--- config.mk ---
export PLATFORM = sky130hd
export DESIGN_NAME = cpuTop
export DESIGN_NICKNAME = d
export VERILOG_FILES = /design/src/cpuPkg.sv /design/src/controlUnit.sv /design/src/immExtend.sv /design/src/regFile.sv /design/src/alu.sv /design/src/cpuSequencer.sv /design/src/cpuTop.sv
export VERILOG_INCLUDE_DIRS = /design/src /design/src/src
export SDC_FILE = /design/constraint.sdc
export NUM_CORES = 2
export LEC_CHECK = 0
export ABC_AREA = 1
export BUFFER_PORTS_ARGS = -buffer_cell sky130_fd_sc_hd__buf_2
export CAP_MARGIN = 30
export CELL_PAD_IN_SITES_DETAIL_PLACEMENT = 1
export CELL_PAD_IN_SITES_GLOBAL_PLACEMENT = 2
export CORE_MARGIN = 4
export CORE_UTILIZATION = 39
export DETAILED_ROUTE_END_ITERATION = 6
export HOLD_SLACK_MARGIN = 0.05
export PLACE_DENSITY = 0.88
export SLEW_MARGIN = 10
export SYNTH_ARGS = -nofsm -noshare
export SYNTH_HDL_FRONTEND = slang
export SYNTH_HIERARCHICAL = 1
export SYNTH_SLANG_ARGS = --single-unit
--- constraint.sdc ---
create_clock -name clk -period 13.3 [get_ports clk]
set_input_delay 1.33 -clock clk [delete_from_list [all_inputs] [get_ports clk]]
set_output_delay 1.33 -clock clk [all_outputs]
set_load 0.02 [all_outputs]
--- src/cpu_consts.svh ---
`ifndef CPU_CONSTS_SVH
`define CPU_CONSTS_SVH

// Data path and bus width
`define XLEN 32

// First fetch address
`define RESET_PC 32'h0000_0000

// Architectural registers, x0 included
`define NREGS 32

`endif

--- src/cpuPkg.sv ---
`include "cpu_consts.svh"

package cpuPkg;

    typedef logic [`XLEN-1:0] wordT;

    typedef enum logic [6:0] {
        opR      = 7'b0110011,  // Register ALU
        opLoad   = 7'b0000011,  // lbu only
        opIAlu   = 7'b0010011,  // Immediate ALU
        opStore  = 7'b0100011,  // sb only
        opBranch = 7'b1100011,  // beq, bne
        opAuipc  = 7'b0010111,
        opLui    = 7'b0110111,
        opJalr   = 7'b1100111,
        opJal    = 7'b1101111
    } opcodeT;

    typedef enum logic [3:0] {
        aluAdd  = 4'b0000,
        aluBne  = 4'b0001,
        aluJal  = 4'b0010,
        aluJalr = 4'b0011,
        aluLui  = 4'b0100,
        aluLbu  = 4'b0101,
        aluSb   = 4'b0110,
        aluSll  = 4'b0111,
        aluSub  = 4'b1000,
        aluSrl  = 4'b1001,
        aluXor  = 4'b1010,
        aluOr   = 4'b1011,
        aluAnd  = 4'b1100,
        aluBeq  = 4'b1101
    } aluOpT;

    typedef enum logic [2:0] {
        immI = 3'b000,
        immU = 3'b001,
        immS = 3'b010,
        immB = 3'b011,
        immJ = 3'b100
    } immTypeT;

    typedef struct packed {
        logic [6:0] funct7;
        logic [4:0] rs2;
        logic [4:0] rs1;
        logic [2:0] funct3;
        logic [4:0] rd;
        opcodeT     opcode;
    } rFieldsT;

    typedef struct packed {
        logic [11:0] imm12;  // Also carries rs2/funct7 bits for the other formats
        logic [4:0]  rs1;
        logic [2:0]  funct3;
        logic [4:0]  rd;
        opcodeT      opcode;
    } iFieldsT;

    typedef union packed {
        rFieldsT rView;
        iFieldsT iView;
    } instrT;

endpackage

--- src/controlUnit.sv ---
module controlUnit import cpuPkg::*; (
    input  opcodeT      opcode,
    input  logic [2:0]  funct3,
    input  logic        funct7,     // Instruction bit 30
    output logic        regWrite,
    output aluOpT       aluCtrl,
    output logic        aluSrc,     // Immediate as second operand
    output immTypeT     immSrc,
    output logic        pcSrc,      // Branch or jump class
    output logic        memWrite,
    output logic        resultSrc,  // Load data to rd
    output logic        jumpSrc,    // jal or jalr, links pc + 4
    output logic        jRetSrc,    // jalr, target from ALU
    output logic        branch
);

    always_comb begin
        regWrite  = 1'b0;
        aluCtrl   = aluAdd;
        aluSrc    = 1'b0;
        immSrc    = immI;
        pcSrc     = 1'b0;
        memWrite  = 1'b0;
        resultSrc = 1'b0;
        jumpSrc   = 1'b0;
        jRetSrc   = 1'b0;
        branch    = 1'b0;

        case (opcode)
            opR, opIAlu: begin
                regWrite = 1'b1;
                aluSrc   = (opcode == opIAlu);
                case (funct3)
                    // Bit 30 is immediate data in addi, so sub only in R form
                    3'b000: aluCtrl = (opcode == opR && funct7) ? aluSub : aluAdd;
                    3'b001: aluCtrl = aluSll;
                    3'b100: aluCtrl = aluXor;
                    3'b101: aluCtrl = aluSrl;
                    3'b110: aluCtrl = aluOr;
                    3'b111: aluCtrl = aluAnd;
                    default: regWrite = 1'b0;  // slt, sltu run as nop
                endcase
            end
            opLoad: begin
                regWrite  = 1'b1;
                aluSrc    = 1'b1;
                resultSrc = 1'b1;
                aluCtrl   = aluLbu;
            end
            opStore: begin
                aluSrc   = 1'b1;
                memWrite = 1'b1;
                immSrc   = immS;
                aluCtrl  = aluSb;
            end
            opBranch: begin
                pcSrc  = 1'b1;
                branch = 1'b1;
                immSrc = immB;
                case (funct3)
                    3'b000:  aluCtrl = aluBeq;
                    3'b001:  aluCtrl = aluBne;
                    default: aluCtrl = aluAdd;  // Never taken
                endcase
            end
            opAuipc: begin
                regWrite = 1'b1;
                aluSrc   = 1'b1;
                immSrc   = immU;
            end
            opLui: begin
                regWrite = 1'b1;
                aluSrc   = 1'b1;
                immSrc   = immU;
                aluCtrl  = aluLui;
            end
            opJal: begin
                regWrite = 1'b1;
                aluSrc   = 1'b1;
                pcSrc    = 1'b1;
                jumpSrc  = 1'b1;
                immSrc   = immJ;
                aluCtrl  = aluJal;
            end
            opJalr: begin
                regWrite = 1'b1;
                aluSrc   = 1'b1;
                pcSrc    = 1'b1;
                jumpSrc  = 1'b1;
                jRetSrc  = 1'b1;
                aluCtrl  = aluJalr;  // rs1 + imm gives the target
            end
            default: ;  // Unknown opcode is a nop
        endcase
    end

endmodule

--- src/immExtend.sv ---
module immExtend import cpuPkg::*; (
    input  instrT    instr,
    input  immTypeT  immSrc,
    output wordT     imm
);

    logic [11:0] hi12;
    logic [4:0]  lo5;
    logic [7:0]  mid8;

    assign hi12 = instr.iView.imm12;                        // Bits 31:20
    assign lo5  = instr.iView.rd;                           // Bits 11:7
    assign mid8 = {instr.iView.rs1, instr.iView.funct3};    // Bits 19:12

    always_comb begin
        case (immSrc)
            immI:    imm = {{20{hi12[11]}}, hi12};
            immS:    imm = {{20{hi12[11]}}, hi12[11:5], lo5};
            immB:    imm = {{20{hi12[11]}}, lo5[0], hi12[10:5], lo5[4:1], 1'b0};
            immU:    imm = {hi12, mid8, 12'b0};
            immJ:    imm = {{12{hi12[11]}}, mid8, hi12[0], hi12[10:1], 1'b0};
            default: imm = '0;
        endcase
    end

endmodule

--- src/regFile.sv ---
`include "cpu_consts.svh"

module regFile import cpuPkg::*; (
    input  logic        clk,
    input  logic        rstN,
    input  logic [4:0]  rs1,
    input  logic [4:0]  rs2,
    input  logic [4:0]  rd,
    input  logic        wrEn,
    input  wordT        wrData,
    output wordT        rd1,
    output wordT        rd2
);

    wordT regs [`NREGS];

    always_ff @(posedge clk or negedge rstN) begin
        if (!rstN) begin
            for (int i = 0; i < `NREGS; i++) begin
                regs[i] <= '0;
            end
        end else if (wrEn && rd != 5'd0) begin  // x0 stays zero
            regs[rd] <= wrData;
        end
    end

    // Combinational read, x0 forced to zero
    assign rd1 = (rs1 == 5'd0) ? '0 : regs[rs1];
    assign rd2 = (rs2 == 5'd0) ? '0 : regs[rs2];

endmodule

--- src/alu.sv ---
`include "cpu_consts.svh"

module alu import cpuPkg::*; (
    input  aluOpT  aluCtrl,
    input  wordT   srcA,
    input  wordT   srcB,
    output wordT   result,
    output logic   zero      // Branch condition holds
);

    localparam int ShW = $clog2(`XLEN);

    logic [ShW-1:0] shamt;

    assign shamt = srcB[ShW-1:0];

    always_comb begin
        result = srcA + srcB;  // add, lbu, sb, jal, jalr
        zero   = 1'b0;
        case (aluCtrl)
            aluSub: result = srcA - srcB;
            aluSll: result = srcA << shamt;
            aluSrl: result = srcA >> shamt;
            aluXor: result = srcA ^ srcB;
            aluOr:  result = srcA | srcB;
            aluAnd: result = srcA & srcB;
            aluLui: result = srcB;
            aluBeq: begin
                result = srcA - srcB;
                zero   = (srcA == srcB);
            end
            aluBne: begin
                result = srcA - srcB;
                zero   = (srcA != srcB);
            end
            default: ;
        endcase
    end

endmodule

--- src/cpuSequencer.sv ---
`include "cpu_consts.svh"

module cpuSequencer import cpuPkg::*; (
    input  logic        clk,
    input  logic        rstN,
    output logic        cyc,
    output logic        stb,
    output logic        we,
    output wordT        adr,
    output wordT        datMosi,
    output logic [3:0]  sel,
    input  logic        ack,
    input  wordT        datMiso,
    output instrT       instr,      // Instruction register
    input  logic        regWrite,
    input  logic        aluSrc,
    input  logic        pcSrc,
    input  logic        memWrite,
    input  logic        resultSrc,
    input  logic        jumpSrc,
    input  logic        jRetSrc,
    input  logic        branch,
    input  wordT        imm,
    input  wordT        rd1,
    input  wordT        rd2,
    input  wordT        aluResult,
    input  logic        zero,
    output wordT        srcA,
    output wordT        srcB,
    output logic        wrEn,
    output wordT        wrData
);

    localparam logic [1:0] sFetch = 2'd0;
    localparam logic [1:0] sExec  = 2'd1;
    localparam logic [1:0] sMem   = 2'd2;

    logic [1:0] state;
    wordT       pc;
    wordT       pcPlus4;
    wordT       pcTarget;
    wordT       nextPc;
    logic       busReq;
    logic       redirect;
    logic       usePc;
    logic       memOp;
    logic [7:0] loadByte;

    assign cyc = busReq;
    assign stb = busReq;

    assign pcPlus4  = pc + wordT'(4);
    assign pcTarget = pc + imm;  // jal and taken branches

    // auipc and jal compute from the PC
    assign usePc = (instr.rView.opcode == opAuipc) || (jumpSrc && !jRetSrc);
    assign srcA  = usePc ? pc : rd1;
    assign srcB  = aluSrc ? imm : rd2;

    assign redirect = pcSrc && (jumpSrc || (branch && zero));

    always_comb begin
        if (!redirect) begin
            nextPc = pcPlus4;
        end else if (jRetSrc) begin
            nextPc = {aluResult[`XLEN-1:1], 1'b0};
        end else begin
            nextPc = pcTarget;
        end
    end

    assign memOp    = resultSrc || memWrite;
    assign loadByte = datMiso[8*adr[1:0] +: 8];  // Lane picked by low address bits

    // Execute writes ALU or link, lbu writes on its ack
    assign wrEn = ((state == sExec) && regWrite && !resultSrc) ||
                  ((state == sMem) && ack && regWrite && resultSrc);
    assign wrData = (state == sMem) ? {{(`XLEN-8){1'b0}}, loadByte} :
                    (jumpSrc ? pcPlus4 : aluResult);

    always_ff @(posedge clk or negedge rstN) begin
        if (!rstN) begin
            state   <= sFetch;
            pc      <= `RESET_PC;
            busReq  <= 1'b0;
            we      <= 1'b0;
            adr     <= '0;
            sel     <= '0;
            datMosi <= '0;
            instr   <= '0;
        end else begin
            case (state)
                sFetch: begin
                    if (!busReq) begin  // Only the first fetch after reset
                        busReq <= 1'b1;
                        adr    <= pc;
                        sel    <= 4'hf;
                    end else if (ack) begin
                        instr  <= datMiso;
                        busReq <= 1'b0;
                        state  <= sExec;
                    end
                end
                sExec: begin
                    pc     <= nextPc;
                    busReq <= 1'b1;
                    if (memOp) begin
                        adr     <= aluResult;
                        we      <= memWrite;
                        sel     <= 4'b0001 << aluResult[1:0];
                        datMosi <= {4{rd2[7:0]}};  // Byte on every lane
                        state   <= sMem;
                    end else begin
                        adr   <= nextPc;
                        sel   <= 4'hf;
                        state <= sFetch;
                    end
                end
                sMem: begin
                    if (ack) begin  // Next fetch starts right away
                        adr   <= pc;
                        we    <= 1'b0;
                        sel   <= 4'hf;
                        state <= sFetch;
                    end
                end
                default: state <= sFetch;
            endcase
        end
    end

endmodule

--- src/cpuTop.sv ---
module cpuTop import cpuPkg::*; (
    input  logic        clk,
    input  logic        rstN,
    output logic        cyc,
    output logic        stb,
    output logic        we,
    output wordT        adr,
    output wordT        datMosi,
    output logic [3:0]  sel,
    input  logic        ack,
    input  wordT        datMiso
);

    instrT   instr;
    logic    regWrite;
    aluOpT   aluCtrl;
    logic    aluSrc;
    immTypeT immSrc;
    logic    pcSrc;
    logic    memWrite;
    logic    resultSrc;
    logic    jumpSrc;
    logic    jRetSrc;
    logic    branch;
    wordT    imm;
    wordT    rd1;
    wordT    rd2;
    wordT    srcA;
    wordT    srcB;
    wordT    aluResult;
    logic    zero;
    logic    wrEn;
    wordT    wrData;

    cpuSequencer seq (
        .clk(clk), .rstN(rstN),
        .cyc(cyc), .stb(stb), .we(we), .adr(adr), .datMosi(datMosi), .sel(sel),
        .ack(ack), .datMiso(datMiso),
        .instr(instr),
        .regWrite(regWrite), .aluSrc(aluSrc), .pcSrc(pcSrc), .memWrite(memWrite),
        .resultSrc(resultSrc), .jumpSrc(jumpSrc), .jRetSrc(jRetSrc), .branch(branch),
        .imm(imm), .rd1(rd1), .rd2(rd2), .aluResult(aluResult), .zero(zero),
        .srcA(srcA), .srcB(srcB), .wrEn(wrEn), .wrData(wrData)
    );

    controlUnit decoder (
        .opcode(instr.rView.opcode), .funct3(instr.rView.funct3),
        .funct7(instr.rView.funct7[5]),  // Instruction bit 30
        .regWrite(regWrite), .aluCtrl(aluCtrl), .aluSrc(aluSrc), .immSrc(immSrc),
        .pcSrc(pcSrc), .memWrite(memWrite), .resultSrc(resultSrc),
        .jumpSrc(jumpSrc), .jRetSrc(jRetSrc), .branch(branch)
    );

    immExtend immGen (
        .instr(instr), .immSrc(immSrc), .imm(imm)
    );

    regFile regs (
        .clk(clk), .rstN(rstN),
        .rs1(instr.iView.rs1), .rs2(instr.rView.rs2), .rd(instr.iView.rd),
        .wrEn(wrEn), .wrData(wrData), .rd1(rd1), .rd2(rd2)
    );

    alu aluUnit (
        .aluCtrl(aluCtrl), .srcA(srcA), .srcB(srcB), .result(aluResult), .zero(zero)
    );

endmodule

==> results.md <==
- CP arrival: 9.78 ns
- Remaining antenna violation count: 0
- Syn nets: 12300
- Fmax: 110 MHz
- Final Core Density: 0.430
- Die Ht: 455 um
- Worst-Skew Late Latency: 0.84 ns
- Mapped Cells: 12200
- Clock Tree Buf Depth: 3
- Startpoint Class: register
- # hold bufs at CTS: 0
- Gr usage total: 0.376
- Cell at the slowest stage of the critical path: buf_4
- Via/cell ratio: 6.00
- Post-route minimum period: 9.07 ns
- Post-Place Cell Area: 0.0800 sq mm
- Netlist cell types: 63
- DR iter-0 viols: 10100
- RSZ-0062 raised after global routing: no
- Slew @ Worst Pin: 1.10 ns
- Reg clk slew, reported paths: 0.06 ns
- 1st-pass router iterations: 6
- Synth area leader: dfrtp_1
- Fin. max-slew vios: 0
- Power Total: 23.2 mW
- Postcts setup bufs: 0
- Largest net degree at the start of global routing: 170
- TNS Setup: 0 ns
- Final hold vios: 0
- Io pins: 106
- Leakage: 40.6 nW
- Die Width: 455 um
- H-tree levels: 4
- Synth async-reset ratio: 1.00
- DP HPWL: 259000 um
- Clock sinks: 1136
- First-pass GRT wire length: 583000 um
- VDD IR-drop max: 0.156 mV
- Multi-input gate area: 0.0426 sq mm
- Final worst-path cycle share: 0.682
- Synth cell count leaders: 4207 x nand2_1, 1481 x nand3_1, 1443 x o21ai_0
- Worst clock skew: 0.0429 ns
- Pwr per Cell Area: 273 mW/mm^2
- Critical path required time: 14.01 ns
- CTS tree: built
- Register Area: 0.0285 sq mm
- Worst setup margin: 4.23 ns
- Post-synth top area share: 0.365
- Die area: 0.207 sq mm
- Number of global-route vias before repair: 86400
- Ranking of synthesized cells by area: dfrtp_1 37%, nand2_1 20%, nand3_1 9.5%, o21ai_0 9.3%, nor2_1 4.8%
- DP Worst Slack: 4.77 ns
- DRC violations left: 0
- Count of input and output buffers: 105
- Initial antenna violation count: 16
- Routed via count: 87000
- Post-Syn Area per Cell: 6.39 sq um
- Fillers: 25900
- Share of cells above drive strength 1: 0.0642
- Root Buffer: clkbuf_16
- Endpoints failing setup: 0
- MaxCap Viol Count: 0
- Cell area after synthesis: 0.0778 sq mm
- Crit Path Max Fanout: 105
- GRT overflow: 0
- Quantity of gates resized following cts: 0
- Worst path max stage delay: 0.91 ns
- Synth Register Bits: 1136
- Worst slew margin: 0.264
- Setup CP Type: register to register
- Initial Utilization: 0.393
- Most frequent cell after synthesis: nand2_1
- WL/cell: 27.5 um
- Row Count: 163
- WL final: 399000 um
- Synth warn: 6
- Design area: 0.0850 sq mm
- Sequential area share after synthesis: 0.365
- GPL Wtd Cong: 1.04
- Outcome: complete, no violations
- Min-Delay Path Class: input pin to async pin
- Main flop type after synthesis: dfrtp_1
- Post-synth EDFFs: 0
- Clock buffers created by TritonCTS: 143
- Most used cell, CP: nand2_1
- Critical Path Sink Type: register
- Area of the core: 0.198 sq mm
- Fin nets: 11900
- Area growth syn-to-layout: 9.26%
registers in the layout, indices dropped and copies added, names as in the netlist:
register     flops
seq/instr       32
regs/regs     1024
seq/state        2
seq/sel          4
seq/adr         32
seq/pc          32
seq/datMosi      8
seq/cyc          1
seq/we           1
cell usage in the layout (no fill, tap or decap), types with 48 or more instances in the layout:
master     instances
a21oi_1          416
buf_2            107
buf_4            174
clkbuf_16        147
dfrtp_1         1126
ha_1             128
inv_1            812
nand2_1         4180
nand3_1         1478
nand4_1           63
nor2_1           996
o211ai_1         150
o21ai_0         1434
o21ai_1           63
o22ai_1           48
cell type report:
cell class | count | share of cell area
Sequential cell | 1136 | 0.335
Tap cell | 2640 | 0.0388
Inverter | 858 | 0.0384
Clock inverter | 53 | 0.00786
Multi-Input combinational cell | 9271 | 0.501
Timing Repair Buffer | 313 | 0.0300
Clock buffer | 206 | 0.0492
Antenna cell | 10 | 0.000294
worst max-delay path, delay by kind of cell (launching register included):
family / cells / cell delay (ns)
adder cells (fa/ha/maj): 2 / 0.47
flip-flops: 1 / 0.66
AO/OA/AOI/OAI: 3 / 2.10
buffers and inverters: 7 / 2.86
AND/OR/NAND/NOR: 19 / 2.75
report_power, final:
group | total, mW | switching [mW] | internal [mW]
clock | 4.08 | 1.68 | 2.41
combinational | 15.0 | 11.8 | 3.19
sequential | 4.13 | 0.377 | 3.76
through the flow:
step / hold slack (ns) / std cells
after CTS: 0.404 / 14500
after detailed placement: 0.391 / 14200
after global routing: 0.409 / 14500
after global placement: 0.386 / 14200
after floorplan: 0.450 / 12200
final: 0.402 / 14500
layer usage:
metal | up-vias | global-route usage | part of all wire
met2 | 4149 | 0.561 | 0.42
met4 | 4 | 0.200 | 0.061
li1 | 38400 | - | -
met3 | 861 | 0.0761 | 0.092
met1 | 43600 | 0.514 | 0.42
met5 | - | 0 | 0.000058
final timing paths:
check	from	end	slack, ns	cells past startpoint
max	seq/instr[15]	regs/regs[410]	4.23	31
min	rstN	regs/regs[838]	0.40	1
max reg2reg	seq/instr[15]	regs/regs[410]	4.23	31
min reg2reg	regs/regs[1019]	regs/regs[1019]	0.40	0
max in group asynchronous	rstN	regs/regs[377]	10.03	6
min in group clk	regs/regs[1019]	regs/regs[1019]	0.40	0
logic make-up (layout without fill, tap and decap cells):
group                      count (synthesis)  after routing  share of synthesized area
and+or+nand+nor                         6911           6911                      0.367
AOI/OAI and AO/OA                       2166           2166                      0.147
buffers and inverters                   1769           1430                     0.0922
DFF                                     1136           1136                      0.365
adders and majority gates                131            131                     0.0213
xor gates and xnor gates                  35             35                    0.00394
muxes                                     28             28                    0.00402
other                                      0             10                          0
Note: power is estimated with default switching activity, not from simulation.
